[src/source/cpu_control_params.svh]
`ifndef CPU_CONTROL_PARAMS_SVH
`define CPU_CONTROL_PARAMS_SVH

// field widths
`define OPCODE_W   6
`define FUNCT_W    6
`define STATE_W    5
`define ALU_CTRL_W 5

// ALU control codes
`define ALU_ADD 5'd0
`define ALU_SUB 5'd1
`define ALU_MUL 5'd2
`define ALU_DIV 5'd3
`define ALU_AND 5'd4
`define ALU_OR  5'd5
`define ALU_NOR 5'd6
`define ALU_SLT 5'd7
`define ALU_SLE 5'd8

// opcodes
`define OP_R     6'b000000
`define OP_ADDI  6'b000001
`define OP_SUBI  6'b000010
`define OP_DIVI  6'b000011
`define OP_MULTI 6'b000100
`define OP_ANDI  6'b000101
`define OP_ORI   6'b000110
`define OP_NORI  6'b000111
`define OP_SLEI  6'b001000
`define OP_SLTI  6'b001001
`define OP_BEQ   6'b001010
`define OP_BNE   6'b001011
`define OP_BLT   6'b001100
`define OP_BGT   6'b001101
`define OP_STI   6'b001110
`define OP_LDI   6'b001111
`define OP_STR   6'b010000
`define OP_LDR   6'b010001
`define OP_HLT   6'b010010
`define OP_IN    6'b010011
`define OP_OUT   6'b010100
`define OP_JMP   6'b010101

`endif

[src/source/cpu_control_pkg.sv]
`include "cpu_control_params.svh"

package cpuControlPkg;

	typedef logic [`OPCODE_W-1:0] opcodeT;
	typedef logic [`FUNCT_W-1:0] functT;
	typedef logic [`ALU_CTRL_W-1:0] aluControlT;

	// encodings 16 to 19 unused
	typedef enum logic [`STATE_W-1:0] {
		stFetch        = 5'd0,
		stDecode       = 5'd1,
		stAddrCalc     = 5'd2,
		stMemRead      = 5'd3,
		stLoadWrite    = 5'd4,
		stMemWrite     = 5'd5,
		stRegExec      = 5'd6,
		stRegWriteback = 5'd7,
		stBranchCalc   = 5'd8,
		stJumpCalc     = 5'd9,
		stPcUpdate     = 5'd10,
		stImmExec      = 5'd11,
		stInputWait    = 5'd12,
		stFinish       = 5'd13,
		stHalt         = 5'd14,
		stIoRelease    = 5'd15,
		stOutputWait   = 5'd20
	} stateT;

	typedef enum logic [3:0] {
		clsRegister,
		clsImmediate,
		clsLoad,
		clsStore,
		clsBranch,
		clsJump,
		clsHalt,
		clsInput,
		clsOutput
	} instrClassT;

	typedef struct packed {
		instrClassT instrClass;
		logic       immAddress; // ldi / sti
	} decodedInstrT;

	typedef enum logic [1:0] {
		aluOpFunct = 2'd0,
		aluOpIncr  = 2'd1,
		aluOpAddr  = 2'd3
	} aluOpT;

	typedef struct packed {
		logic writePc;
		logic writeIr;
		logic writeReg;
		logic writeMem;
		logic inputEnable;
		logic outputEnable;
	} controlStrobesT;

	typedef struct packed {
		logic [1:0] pcSel;
		logic       memAddrSel;
		logic       reg1Sel;
		logic       reg2Sel;
		logic       aluASel;
		logic [1:0] aluBSel;
		logic       inSel;
	} muxSelectT;

endpackage

[src/source/opcode_classifier.sv]
`timescale 1ns/100ps
`include "cpu_control_params.svh"

module opcodeClassifier (
	input  cpuControlPkg::opcodeT       opcode,
	output cpuControlPkg::decodedInstrT decoded
);
	import cpuControlPkg::*;

	always_comb begin
		decoded.immAddress = 1'b0;
		case (opcode)
			`OP_R: decoded.instrClass = clsRegister;
			`OP_ADDI, `OP_SUBI, `OP_DIVI, `OP_MULTI, `OP_ANDI,
			`OP_ORI, `OP_NORI, `OP_SLEI, `OP_SLTI:
				decoded.instrClass = clsImmediate;
			`OP_LDI: begin
				decoded.instrClass = clsLoad;
				decoded.immAddress = 1'b1;
			end
			`OP_LDR: decoded.instrClass = clsLoad;
			`OP_STI: begin
				decoded.instrClass = clsStore;
				decoded.immAddress = 1'b1;
			end
			`OP_STR: decoded.instrClass = clsStore;
			`OP_BEQ, `OP_BNE, `OP_BLT, `OP_BGT:
				decoded.instrClass = clsBranch;
			`OP_JMP: decoded.instrClass = clsJump;
			`OP_HLT: decoded.instrClass = clsHalt;
			`OP_IN:  decoded.instrClass = clsInput;
			`OP_OUT: decoded.instrClass = clsOutput;
			// unknown opcodes run as register-immediate
			default: decoded.instrClass = clsImmediate;
		endcase
	end

endmodule

[src/source/control_sequencer.sv]
`timescale 1ns/100ps

module controlSequencer (
	input  logic                        clk,
	input  logic                        reset,
	input  cpuControlPkg::decodedInstrT decoded,
	input  logic                        enter,
	output cpuControlPkg::stateT        state
);
	import cpuControlPkg::*;

	stateT nextState;

	always_ff @(posedge clk) begin
		if (reset)
			state <= stFetch;
		else
			state <= nextState;
	end

	always_comb begin
		nextState = state;
		case (state)
			stFetch: nextState = stDecode;
			stDecode: begin
				case (decoded.instrClass)
					clsOutput:   nextState = stOutputWait;
					clsInput:    nextState = stInputWait;
					clsLoad,
					clsStore:    nextState = stAddrCalc;
					clsRegister: nextState = stRegExec;
					clsBranch:   nextState = stBranchCalc;
					clsJump:     nextState = stJumpCalc;
					clsHalt:     nextState = stHalt;
					default:     nextState = stImmExec;
				endcase
			end
			stAddrCalc: begin
				case (decoded.instrClass)
					clsLoad:  nextState = stMemRead;
					clsStore: nextState = stMemWrite;
					default:  nextState = stFetch;
				endcase
			end
			stMemRead:   nextState = stLoadWrite;
			stLoadWrite: nextState = stFinish;
			stMemWrite:  nextState = stIoRelease; // store ends like an io op
			stRegExec,
			stImmExec:      nextState = stRegWriteback;
			stRegWriteback: nextState = stFetch;
			stBranchCalc:   nextState = stPcUpdate;
			stPcUpdate:     nextState = stFetch;
			stJumpCalc:     nextState = stFinish;
			stFinish:       nextState = stFetch;
			stInputWait,
			stOutputWait: begin
				if (enter)
					nextState = stIoRelease;
			end
			// wait for the operator to let go of enter
			stIoRelease: begin
				if (!enter)
					nextState = stFetch;
			end
			stHalt:  nextState = stHalt;
			default: nextState = stFetch;
		endcase
	end

	// only reset gets the core out of halt
	haltHolds: assert property (@(posedge clk)
		(state == stHalt && !reset) |=> state == stHalt)
		else $error("left stHalt without reset");

	legalState: assert property (@(posedge clk) disable iff (reset)
		state inside {stFetch, stDecode, stAddrCalc, stMemRead, stLoadWrite,
			stMemWrite, stRegExec, stRegWriteback, stBranchCalc, stJumpCalc,
			stPcUpdate, stImmExec, stInputWait, stFinish, stHalt,
			stIoRelease, stOutputWait})
		else $error("illegal state encoding %0h", state);

endmodule

[src/source/control_word_decoder.sv]
`timescale 1ns/100ps

module controlWordDecoder (
	input  cpuControlPkg::stateT          state,
	input  cpuControlPkg::decodedInstrT   decoded,
	input  logic                          zero,
	output cpuControlPkg::controlStrobesT strobes,
	output cpuControlPkg::muxSelectT      muxSel,
	output cpuControlPkg::aluOpT          aluOp
);
	import cpuControlPkg::*;

	always_comb begin
		strobes = '0;
		muxSel = '0;
		aluOp = aluOpFunct;
		case (state)
			stFetch: begin
				strobes.writeIr = 1'b1;
				aluOp = aluOpIncr; // pc + 1
				muxSel.aluBSel = 2'b01;
				muxSel.inSel = 1'b1;
			end
			stDecode: begin
				strobes.writePc = (decoded.instrClass != clsHalt);
				strobes.outputEnable = (decoded.instrClass == clsOutput);
				muxSel.aluBSel = 2'b01;
			end
			stAddrCalc: begin
				aluOp = decoded.immAddress ? aluOpAddr : aluOpIncr;
				muxSel.memAddrSel = 1'b1;
				muxSel.aluASel = 1'b1;
				muxSel.aluBSel = 2'b11;
			end
			stMemRead: begin
				muxSel.memAddrSel = 1'b1;
				muxSel.reg2Sel = 1'b1;
			end
			stLoadWrite: begin
				strobes.writeReg = 1'b1;
				muxSel.memAddrSel = 1'b1;
				muxSel.reg2Sel = 1'b1;
			end
			stMemWrite: begin
				strobes.writeMem = 1'b1;
				aluOp = aluOpAddr;
				muxSel.memAddrSel = 1'b1;
				muxSel.aluASel = 1'b1;
			end
			stRegExec: begin
				muxSel.reg1Sel = 1'b1;
				muxSel.aluASel = 1'b1;
			end
			stRegWriteback: begin
				strobes.writeReg = 1'b1;
				muxSel.aluASel = 1'b1;
				// immediate results take B from the sign-extended field
				if (decoded.instrClass == clsRegister) begin
					muxSel.reg1Sel = 1'b1;
				end else begin
					muxSel.aluBSel = 2'b11;
				end
			end
			stBranchCalc: begin
				muxSel.pcSel = 2'b01;
				muxSel.aluASel = 1'b1;
			end
			stJumpCalc: begin
				strobes.writePc = 1'b1;
				aluOp = aluOpAddr;
				muxSel.aluASel = 1'b1;
				muxSel.aluBSel = 2'b11;
			end
			stPcUpdate: begin
				strobes.writePc = zero; // taken only on zero flag
				aluOp = aluOpAddr;
				muxSel.pcSel = 2'b10;
			end
			stImmExec: begin
				muxSel.aluASel = 1'b1;
				muxSel.aluBSel = 2'b11;
			end
			stInputWait: begin
				strobes.writeReg = 1'b1;
				strobes.inputEnable = 1'b1;
				muxSel.inSel = 1'b1;
			end
			stFinish: begin
				strobes.writePc = (decoded.instrClass == clsJump);
				strobes.writeReg = (decoded.instrClass == clsLoad) && decoded.immAddress;
				muxSel.reg2Sel = 1'b1;
			end
			stIoRelease: begin
				strobes.writeReg = !((decoded.instrClass == clsOutput) ||
					((decoded.instrClass == clsStore) && decoded.immAddress));
				muxSel.reg2Sel = 1'b1;
				muxSel.inSel = 1'b1;
			end
			stOutputWait: begin
				strobes.outputEnable = 1'b1;
				muxSel.aluBSel = 2'b01;
			end
			default: ; // stHalt and anything else stay quiet
		endcase
	end

	pcIrExclusive: assert final (!(strobes.writePc && strobes.writeIr))
		else $error("writePc and writeIr both set in state %0d", state);

	regMemExclusive: assert final (!(strobes.writeReg && strobes.writeMem))
		else $error("writeReg and writeMem both set in state %0d", state);

endmodule

[src/source/alu_control_decoder.sv]
`timescale 1ns/100ps
`include "cpu_control_params.svh"

module aluControlDecoder (
	input  cpuControlPkg::aluOpT      aluOp,
	input  cpuControlPkg::opcodeT     opcode,
	input  cpuControlPkg::functT      funct,
	output cpuControlPkg::aluControlT aluControl
);
	import cpuControlPkg::*;

	always_comb begin
		aluControl = `ALU_ADD; // incr and addr both add
		if (aluOp == aluOpFunct) begin
			case (opcode)
				`OP_R:     aluControl = aluControlT'(funct[`ALU_CTRL_W-1:0]);
				`OP_ADDI:  aluControl = `ALU_ADD;
				`OP_SUBI:  aluControl = `ALU_SUB;
				`OP_MULTI: aluControl = `ALU_MUL;
				`OP_DIVI:  aluControl = `ALU_DIV;
				`OP_ANDI:  aluControl = `ALU_AND;
				`OP_ORI:   aluControl = `ALU_OR;
				`OP_NORI:  aluControl = `ALU_NOR;
				`OP_SLTI:  aluControl = `ALU_SLT;
				`OP_SLEI:  aluControl = `ALU_SLE;
				// compare for branches
				`OP_BEQ,
				`OP_BNE:   aluControl = `ALU_SUB;
				`OP_BLT:   aluControl = `ALU_SLT;
				`OP_BGT:   aluControl = `ALU_SLE;
				default:   aluControl = `ALU_ADD;
			endcase
		end
	end

endmodule

[src/source/control_unit_top.sv]
`timescale 1ns/100ps

module controlUnitTop (
	input  logic                          clk,
	input  logic                          reset,
	input  cpuControlPkg::opcodeT         opcode,
	input  cpuControlPkg::functT          funct,
	input  logic                          zero,
	input  logic                          enter,
	output cpuControlPkg::stateT          state,
	output cpuControlPkg::controlStrobesT strobes,
	output cpuControlPkg::muxSelectT      muxSel,
	output cpuControlPkg::aluControlT     aluControl
);
	import cpuControlPkg::*;

	decodedInstrT decoded;
	aluOpT aluOp;

	opcodeClassifier classifier (
		.opcode (opcode),
		.decoded(decoded)
	);

	controlSequencer sequencer (
		.clk    (clk),
		.reset  (reset),
		.decoded(decoded),
		.enter  (enter),
		.state  (state)
	);

	controlWordDecoder wordDecoder (
		.state  (state),
		.decoded(decoded),
		.zero   (zero),
		.strobes(strobes),
		.muxSel (muxSel),
		.aluOp  (aluOp)
	);

	aluControlDecoder aluDecoder (
		.aluOp     (aluOp),
		.opcode    (opcode),
		.funct     (funct),
		.aluControl(aluControl)
	);

endmodule

[config.mk]
export PLATFORM = sky130hd
export DESIGN_NAME = controlUnitTop
export DESIGN_NICKNAME = d
export VERILOG_FILES = /design/src/source/cpu_control_pkg.sv /design/src/source/opcode_classifier.sv /design/src/source/control_sequencer.sv /design/src/source/control_word_decoder.sv /design/src/source/alu_control_decoder.sv /design/src/source/control_unit_top.sv
export VERILOG_INCLUDE_DIRS = /design/src /design/src/source
export SDC_FILE = /design/constraint.sdc
export NUM_CORES = 1
export LEC_CHECK = 0
export ABC_AREA = 1
export BUFFER_PORTS_ARGS = -buffer_cell sky130_fd_sc_hd__buf_2
export CORE_AREA = 2 2 47 49
export DETAILED_ROUTE_END_ITERATION = 10
export DIE_AREA = 0 0 49 51
export GPL_ROUTABILITY_DRIVEN = 0
export PLACE_DENSITY = 0.87
export SETUP_SLACK_MARGIN = 0.2
export SLEW_MARGIN = 10
export SYNTH_ARGS = -nofsm -noshare
export SYNTH_HDL_FRONTEND = slang
export SYNTH_SLANG_ARGS = --single-unit
[constraint.sdc]
create_clock -name clk -period 4.37 [get_ports clk]
set_clock_uncertainty 0.1 [all_clocks]
set_input_delay 0.874 -clock clk [delete_from_list [all_inputs] [get_ports clk]]
set_output_delay 0.874 -clock clk [all_outputs]
set_load 0.005 [all_outputs]
## After elaboration in Yosys (flattened, before gate mapping)

Memory sizes are Yosys's and may differ from the RTL's.
Cells that the tools add are included.

- Mux-type cells: 25
- Reduce and logical (&&, ||, !) cells: 27
- Eq/ne operators: 43

Operators by type and width:

| operator | count |
|---|---|
| case mux 5 bit (11 select lines) | 1 |
| == test 6 x 4 -> 1 bit, second input constant | 8 |
| case mux 5 bit (9 select lines) | 1 |
| == test 5 x 4 -> 1 bit, second input constant | 8 |
| == test 6 x 5 -> 1 bit, second input constant | 6 |
| case mux 4 bit (8 select lines) | 1 |
| == test 6 x 3 -> 1 bit, second input constant | 4 |
| == test 5 x 3 -> 1 bit, second input constant | 4 |
| OR reduction 3 bit | 6 |
| OR reduction 2 bit | 8 |
| two-way mux 5 bit | 3 |
| == test 6 x 2 -> 1 bit, second input constant | 2 |
| case mux 2 bit (3 select lines) | 2 |
| OR reduction 4 bit | 3 |
| == test 5 x 2 -> 1 bit, second input constant | 2 |
| two-way mux 1 bit | 9 |
| == test 4 x 2 -> 1 bit, second input constant | 2 |
| OR reduction 7 bit | 1 |
| logical NOT 6 bit | 1 |
| case mux 3 bit (2 select lines) | 1 |
| == test 5 x 1 -> 1 bit, second input constant | 1 |
| == test 5 bit, second input constant | 1 |
| logical NOT 5 bit | 1 |
| == test 4 x 3 -> 1 bit, second input constant | 1 |
| 14 further kinds | 18 |

- Logic and storage cells: 97
- Memories: 1
- Bits in registers: 5
- Memory bits (read-only): 80

Memory list:

| memory | words | bits a word | rd ports | clocked after Yosys merged registers in | wr ports | RTL line | text |
|---|---|---|---|---|---|---|---|
| (no name shown) | 16 | 5 | 1 | 0 | 0 | control_sequencer.sv:26 | `case (decoded.instrClass)` |

## Logic depth before layout (Yosys ltp)

Gate-level depths: netlist (run 1).

- Depth after elaboration: 8
- Gate-level depth with buffers: 12

## Hierarchy

Synthesis (run 1) repeated with hierarchy kept, for this count alone.

- Cells, all modules: 291
- Area total of the unflattened synthesis: 1373.8 um^2

Modules (own cells, without submodules):

| module | sequential area each (um^2) | area an instance (um^2) | times used | cells an instance |
|---|---|---|---|---|
| controlSequencer | 100.1 | 526.8 | 1 | 100 |
| controlWordDecoder | 0.0 | 394.1 | 1 | 94 |
| aluControlDecoder | 0.0 | 249.0 | 1 | 49 |
| opcodeClassifier | 0.0 | 203.9 | 1 | 48 |

## Least setup slack after synthesis (run 1)

OpenSTA, ideal clock, no wires.

- Kind: input to output
- Start: input opcode[5]
- End: output aluControl[2]
- Data arrival time: 1.814 ns
- Buffers on the path: 1
- Stages on the path: 9
- Path slack: 1.582 ns
- Cells stage by stage: nor2_1 > buf_2 > inv_2 > nor2_1 > a32o_1 > inv_1 > o21ai_1 > nor2_1 > a21oi_1

- Cells in the longest elaborated chain, start to end: 7
- Elaborated cells on any way between the ends: 25

RTL lines:

| item | RTL line | text |
|---|---|---|
| start, declared | control_unit_top.sv:6 | `input cpuControlPkg::opcodeT opcode,` |
| == test 6 x 4 -> 1 bit | opcode_classifier.sv:12 | `case (opcode)` |
| OR reduction 2 bit (no source line) | -- |  |
| two-way mux 1 bit | opcode_classifier.sv:12 |  |
| two-way mux 2 bit | control_word_decoder.sv:30 | `aluOp = decoded.immAddress ? aluOpAddr : aluOpIncr;` |
| case mux 2 bit (3 select lines) | control_word_decoder.sv:17 | `case (state)` |
| logical NOT 2 bit | alu_control_decoder.sv:14 | `if (aluOp == aluOpFunct) begin` |
| two-way mux 5 bit * | alu_control_decoder.sv:14 |  |
| end, declared | control_unit_top.sv:13 | `output cpuControlPkg::aluControlT aluControl` |

Mark *: on every way between the ends. The rest lies on a longest branch, timed or not.

## Worst setup path in the final report (run 1)

- Start: input opcode[1]
- End: output aluControl[0]

The elaborated chain is that of the path after synthesis.

==> reports/results.txt, run 1 <==
In the final layout, the registers with the most flip-flops are sequencer.state (5). A synthesized cell averages 4.959 um2. The tools report the number of buffers inserted for hold repair after clock tree synthesis as 0. The run gives 0 as the number of setup buffers added after CTS.

Counting flops with a built-in enable in the synthesized netlist gives 0. The met3 routing resource usage after global routing is 2.047%, and the number of flip-flops under the largest register name is 5. Setup repair after global routing left no endpoint under its margin.

The repair_antennas step left the layout with diodes totalling 0. The per-cell routed wire length is 10.15 um. The highest ir drop seen on vdd is 0.0003066 V.

After floorplanning, the core was divided into 17 placement rows. Total of fill cells in the finished design: 207. In this run the tightest slew margin relative to its limit is 61.54%. The logs give 1290 ps for the setup slack at placement and 2499 um2 for the area enclosed by the die boundary. The post-cts gate resize count is 0, and the met1 routing resource usage after global routing is 28.47%. From bottom edge to top edge, the die measures 51 um. The proportion of register bits with asynchronous set or reset after synthesis is 0%. The logs give 325.2 MHz for the highest achievable clock rate and 5 for the number of clock sinks. For this run the aggregate overflow at the end of global routing stands at 0. The share of the Yosys chip area taken by registers is 10.57%. The CTS buffer count came out at 3. The run gives 465.7 ps as the hold slack. In this run the static leakage power is 0.7023 nW. The initial antenna violation count was 0. The cell occurring most often along the worst timing path is buf_2. The remaining routing DRC violations came out at 0. The commonest cells after synthesis are nand2_1 (48), inv_1 (29), nand3_1 (28), nor2_1 (27), a21oi_1 (13). STA puts the critical path data arrival time at 2100 ps. The critical path goes through buf_2 -> nor2_2 -> nand3_1 -> inv_1 -> a21oi_1 -> a41oi_1 -> buf_2. The wire-length estimate of the detail-placed layout is 2165 um.

The clock latency of the later-clocked register in the worst-skew pair was 250 ps; the total count of hold-check failures in the final report was 0. The count of buffer and inverter cells on the critical path works out to 3. The run finished with clean final reports. The fraction of final layout cells sized beyond drive strength 1 was 25.43%; the slew of the pin with the lowest slew margin was 572.5 ps.

STA classifies the critical path startpoint as an input port. Global routing used 34.02% of the available met2 tracks. The tools report the wire length of the first global-routing pass as 4381 um. Worst hold path class: register to register. Largest area contributor in the netlist: nand2_1.

At the end of the flow, the number of nets in the layout was 249. The first detailed-routing pass took 4 iterations. The share of Yosys cell area claimed by the top area cell type came out at 19.02%.

The clock-pin transition on the worst setup and hold timing paths works out to 40 ps. Area of the core: 2063 um2. The register containing the most flip-flops in the final layout was sequencer.state.

Ranked by total cell area, the synthesized netlist is headed by nand2_1 (19%), nand3_1 (15%), inv_1 (11%). The worst setup path is captured at a primary output. Combined area of all synthesized cells: 947.2 um2.

For this run, the leading register cell type out of synthesis is dfxtp_1. The average via count per standard cell was 5.235; the area growth from synthesis to layout was 26.29%. Buffers placed on the I/O ports in this run total 39. In this run the most used layer during global routing was met2. The critical path in this run is classified as input port to primary output. The largest stage delay on the critical path was 260 ps.

The tools report the total power of the final layout as 0.5454 mW. Entering global routing, the biggest net connects 12 pins. 41 I/O pins were placed. For the finished layout, the period the worst path requires is 3075 ps. The yosys synthesis warning count was 0; the post-route core utilization was 57.97%. At the worst endpoint, the required time is 3400 ps. Synthesis inferred 5 register bits. Global routing consumed, over all layers together, 21.27% of the routing resources. The final cycle utilization of the critical path is 70.38%, and the number of failing setup endpoints in the final timing report is 0. The netlist uses 23 different library cells.

Setup total negative slack on the finished layout was measured at 0 ps. TritonCTS built the clock tree. Final-report max-slew violation count: 0. The violation count after the first detailed-routing iteration is 48, and the total power per unit cell area is 456.0 nW/um2. In the post-synthesis netlist, the cell with the most instances is nand2_1. The count of nets left with antenna violations once routing finished came out at 0. The detailed-route via count was 1361; the number of violations of the max-capacitance limit was 0. In this run the deepest clock path goes through 2 buffers.

Category of cells accounting for the largest share of critical-path delay: simple AND/OR/NAND/NOR gates. The run gives 1155 as the number of global-route vias before repair. Across all setup checks in the final design, the least slack found is 1295 ps. The net count of the mapped netlist is 207, and the horizontal die dimension is 49 um. The maximum net fanout on the critical path came out at 7. The effective utilization at floorplan is 45.91%. In this run the clock root is driven by a clkbuf_4.

The routed design has 2640 um of wire. The tools report the synthesized instance count as 191. The slowest stage of the critical path is the nor2_2 cell. The H-tree depth was 1.
-- per-layer routing --
layer,vias to the layer above,part of all wire (%)
li1,709,-
met5,-,0
met4,0,0.87
met3,3,6.5
met2,59,44
met1,590,48
-- stage by stage --
step / std cells / cell area, um2
6_report: 260 / 1196
5_1_grt: 260 / 1196
4_1_cts: 260 / 1196
3_5_place_dp: 256 / 1170
3_3_place_gp: 256 / 1170
2_1_floorplan: 191 / 947.2
-- worst register-to-register path, cell delays in order, from the launching register on --
cell and delay [ps]:
dfxtp_1 490, nor2_1 110, inv_1 120, nor2_1 60
nand2_1 150, nand3_2 90, nor2_1 180, and3_1 200
nand2_1 60, nand2_1 50, a21oi_1 50
-- path summary, 6_finish.rpt --
check                                        from                         endpoint  slack (ps)  cells past startpoint
setup / recovery                        opcode[1]                    aluControl[0]        1290                      7
setup reg to reg  sequencer.state[1]$_SDFFE_PP0P_  sequencer.state[1]$_SDFFE_PP0P_        2610                     10
hold reg to reg   sequencer.state[3]$_SDFFE_PP0P_  sequencer.state[3]$_SDFFE_PP0P_         470                      2
hold / removal    sequencer.state[3]$_SDFFE_PP0P_  sequencer.state[3]$_SDFFE_PP0P_         470                      2
-- area by class of cell --
type	count	area, um2	share of cell area, %
Clock buffer	4	26.28	2.197
Inverter	34	127.6	10.67
Multi-Input combinational cell	149	704.4	58.89
Sequential cell	5	100.1	8.368
Tap cell	28	35.03	2.929
Timing Repair Buffer	40	202.7	16.95
-- cell families after synthesis --
group	Yosys count	synth area share, %
simple gates	124	58.26
buf+inv	37	15.06
compound gates	25	16.12
flops	5	10.57
-- report_power, final --
part	switching (mW)	internal (mW)
Sequential	0.0293	0.0616
Clock	0.0212	0.0347
Combinational	0.237	0.162
-- placed cells by master (no fill, tap or decap) --
cell | Yosys | final
buf_4 | 0 | 1
buf_2 | 3 | 39
nor3_1 | 7 | 7
nand4_1 | 3 | 3
a31oi_1 | 1 | 1
dfxtp_1 | 5 | 5
nand2_2 | 2 | 2
nor2_1 | 27 | 27
clkbuf_1 | 0 | 1
o21ai_0 | 1 | 1
o21ai_1 | 3 | 3
inv_2 | 5 | 5
clkbuf_4 | 0 | 3
and3_1 | 1 | 1
o21ai_2 | 1 | 1
nand2_1 | 48 | 48
nand3_1 | 28 | 28
a32o_1 | 1 | 1
a41oi_1 | 1 | 1
nand3_2 | 2 | 2
inv_1 | 29 | 29
a21oi_1 | 13 | 13
o221ai_1 | 1 | 1
o211ai_1 | 1 | 1
nor2_2 | 6 | 6
o2111ai_1 | 2 | 2
Note: power is estimated with default switching activity, not from simulation.
==> run 2: changes to the inputs <==
--- a/config.mk
+++ b/config.mk
@@ -8,11 +8,11 @@
 export LEC_CHECK = 0
 export ABC_AREA = 1
 export BUFFER_PORTS_ARGS = -buffer_cell sky130_fd_sc_hd__buf_2
-export CORE_AREA = 2 2 47 49
+export CORE_AREA = 2 2 48 50
 export DETAILED_ROUTE_END_ITERATION = 10
-export DIE_AREA = 0 0 49 51
+export DIE_AREA = 0 0 50 52
 export GPL_ROUTABILITY_DRIVEN = 0
-export PLACE_DENSITY = 0.87
+export PLACE_DENSITY = 0.84
 export SETUP_SLACK_MARGIN = 0.2
 export SLEW_MARGIN = 10
 export SYNTH_ARGS = -nofsm -noshare
==> constraint.sdc (replaced) <==
create_clock -name clk -period 3.11 [get_ports clk]
set_clock_uncertainty 0.1 [all_clocks]
set_input_delay 0.622 -clock clk [delete_from_list [all_inputs] [get_ports clk]]
set_output_delay 0.622 -clock clk [all_outputs]
set_load 0.005 [all_outputs]
==> reports/results.txt, run 2 (synthesis gave the netlist of run 1 again) <==
Clock-pin transition on the worst setup and hold timing paths: 40 ps (about the same). The number of global-route vias before repair came out at 1162 (+0.61%). The logs give 44.98% (-0.93 points) for the effective utilization at floorplan and 1400 ps (-1210 ps) for the flop-to-flop setup slack. The run gives 0 (unchanged) as the remaining global-route overflow.

The run gives 30.73% (+2.3 points) as the met1 routing resource usage after global routing. The worst flop-to-flop path endpoint was sequencer.state[1]$_SDFFE_PP0P_. The final cycle utilization of the critical path was 83.10%; the area of the core was 2106 um2 (+2.1%).

The tools report the post-detailed-route count of antenna-violating nets as 0 (unchanged). The run gives 2307 um (+6.6%) as the HPWL after detailed placement. Clock latency of the later-clocked register in the worst-skew pair: 240 ps (about the same). For the leakage power figure, the log shows 0.7023 nW (unchanged). H-tree depth: 1 (unchanged). The highest ir drop seen on vdd was 0.0005406 V (+76%); the total area of multi-input combinational cells was 704.4 um2 (unchanged). The remaining routing DRC violations was 0 (unchanged). The number of input and output port buffers inserted works out to 39 (unchanged). The setup slack at placement was 534.4 ps (-755.9 ps); the maximum net fanout on the critical path was 7 (unchanged). Leaving out fill and tap cells, the most frequent cells in the layout are nand2_1 (48), buf_2 (39), inv_1 (29), nand3_1 (28), nor2_1 (27).

The horizontal die dimension is 50 um (+2.0%), and the final-report max-slew violation count is 0 (unchanged). The logs give 1860 ps (-240 ps) for the signal arrival time at the worst endpoint and 4719 um (+7.7%) for the wire length of the first global-routing pass. After global routing, the most crowded layer is met2. The length in cells of the worst reg-to-reg path came out at 10 (unchanged). The final wirelength was 2761 um (+4.6%); the depth of the worst hold-timing path was 2 (unchanged). The number of flip-flops under the largest register name is 5 (unchanged), and the total of fill cells in the finished design is 251 (+21%). The average via count per standard cell was 5.212 (-0.44%); the CTS buffer count was 3 (unchanged). The register containing the most flip-flops in the final layout was sequencer.state.

Launch instance of the worst register-to-register path: sequencer.state[1]$_SDFFE_PP0P_. The post-cts gate resize count is 0 (unchanged), and the per-cell routed wire length is 10.62 um (+4.6%). The slew of the pin with the lowest slew margin is 605.2 ps (+32.69 ps). For the met2 capacity usage during global routing, the log shows 36.40% (+2.4 points). The number of buffers inserted for hold repair after clock tree synthesis was 0 (unchanged); the final critical path time including I/O delays and setup was 2584 ps. The tools report the sum of negative setup slack as 0 ps (unchanged). The final net count is 249 (unchanged). The tools report the diode insertion count for antenna repair as 0 (unchanged). The critical path is of the input port to primary output type. The violation count after the first detailed-routing iteration was 34 (-29%). Commonest non-fill, non-tap cell in the layout: nand2_1. The min-delay analysis places its worst path in the category register to register. Number of setup buffers added after CTS: 0 (unchanged).

Row count: 17 (unchanged). The total power per unit cell area works out to 642.1 nW/um2 (+41%). The run gives 0 (unchanged) as the total count of hold-check failures in the final report. The largest stage delay on the critical path was 270 ps (about the same). The largest net degree at the start of global routing is 12 (unchanged), and the worst slew margin relative to its limit is 59.35% (-2.2 points).

The run gives 2600 um2 (+4.0%) as the area enclosed by the die boundary. The met3 routing resource usage after global routing came out at 2.874% (+0.83 points). The run gives 1355 (-0.44%) as the detailed-route via count. Counting stages on the worst path, the most repeated cell is buf_2.

For the buffer levels on the longest clock path, the log shows 2 (unchanged). The combined global-route utilization of all metal layers was 22.53% (+1.3 points). The height of the die is 52 um (+2.0%). The initial antenna violation count is 0 (unchanged). The largest registers in the layout are sequencer.state (5).

TritonCTS built the clock tree. The end point of the most critical hold path was sequencer.state[3]$_SDFFE_PP0P_. The area growth from synthesis to layout was 26.29% (unchanged). The flow ran to the end, and the final reports show no timing, DRC or antenna violations.

The final worst slack came out at 525.7 ps (-768.8 ps). The area used by sequential logic in the layout was 100.1 um2 (unchanged). The number of clock sinks is 5 (unchanged).

The tools report the first-pass detailed-route iteration total as 4 (unchanged). For this run, the top clock speed supported by timing is 387.0 MHz. The worst setup path is launched from an input port.

Endpoint class of the critical path: a primary output. The fraction of final layout cells sized beyond drive strength 1 was 25.43% (unchanged). The post-route core utilization came out at 56.80% (-1.2 points). The master of the slowest instance on the critical path is nor2_2. Setup repair after global routing left no endpoint under its margin. The tools report the endpoint required time on the critical path as 2390 ps (-1010 ps). In this run the most critical hold path is launched from sequencer.state[3]$_SDFFE_PP0P_.

The number of failing setup endpoints in the final timing report came out at 0 (unchanged). The count of pins on the block boundary is 41 (unchanged), and the number of violations of the max-capacitance limit is 0 (unchanged). Root cell of the clock tree: clkbuf_4. The signal on the critical path passes through buf_2 -> nor2_2 -> nand3_1 -> inv_1 -> a21oi_1 -> a41oi_1 -> buf_2.
-- run 2: cell counts in the layout (fill, tap and decap cells not counted) --
No cell type changed its count.
-- run 2: worst max path at each step --
stage / cells past startpoint / startpoint / end
floorplan: 9 / opcode[5] / aluControl[2]
global placement: 7 / opcode[1] / aluControl[0]
detailed placement: 7 / opcode[1] / aluControl[0]
CTS: 7 / opcode[1] / aluControl[0]
global route: 11 / opcode[5] / aluControl[2]
finish: 7 / opcode[1] / aluControl[0]
-- run 2: final cells by class --
cell class | count | area share (%)
multi-input cells | 149 | 58.89
repair buffers | 40 | 16.95
well taps | 28 | 2.929
clock buffers | 4 | 2.197
inverters | 34 | 10.67
flip-flops and latches | 5 | 8.368
-- run 2: routing by layer --
layer	vias up	wire, um
met5	-	0
met4	0	46
met3	8	163
met2	54	1253
met1	587	1298
li1	706	-
-- run 2: worst max-delay path, delay by kind of cell --
family	cells	cell delay [ps]
compound gates	2	250
buf+inv	3	470
simple gates	2	510
-- run 2: through the flow --
stage / hold slack, ps / instances / area (um2) / power, mW
global route: 488.2 / 260 / 1196 / 0.8538
finish: 454.5 / 260 / 1196 / 0.7681
floorplan: 412.7 / 191 / 947.2 / 0.4849
detailed placement: 444.0 / 256 / 1170 / 0.6877
CTS: 447.7 / 260 / 1196 / 0.7663
global placement: 439.9 / 256 / 1170 / 0.6773
-- run 2: report_power, final --
part	internal [mW]	switching, mW	leakage [nW]
Sequential	0.0867	0.0387	0.0411
Clock	0.0485	0.0261	0.0150
Combinational	0.228	0.340	0.646
Total	0.363	0.405	0.702
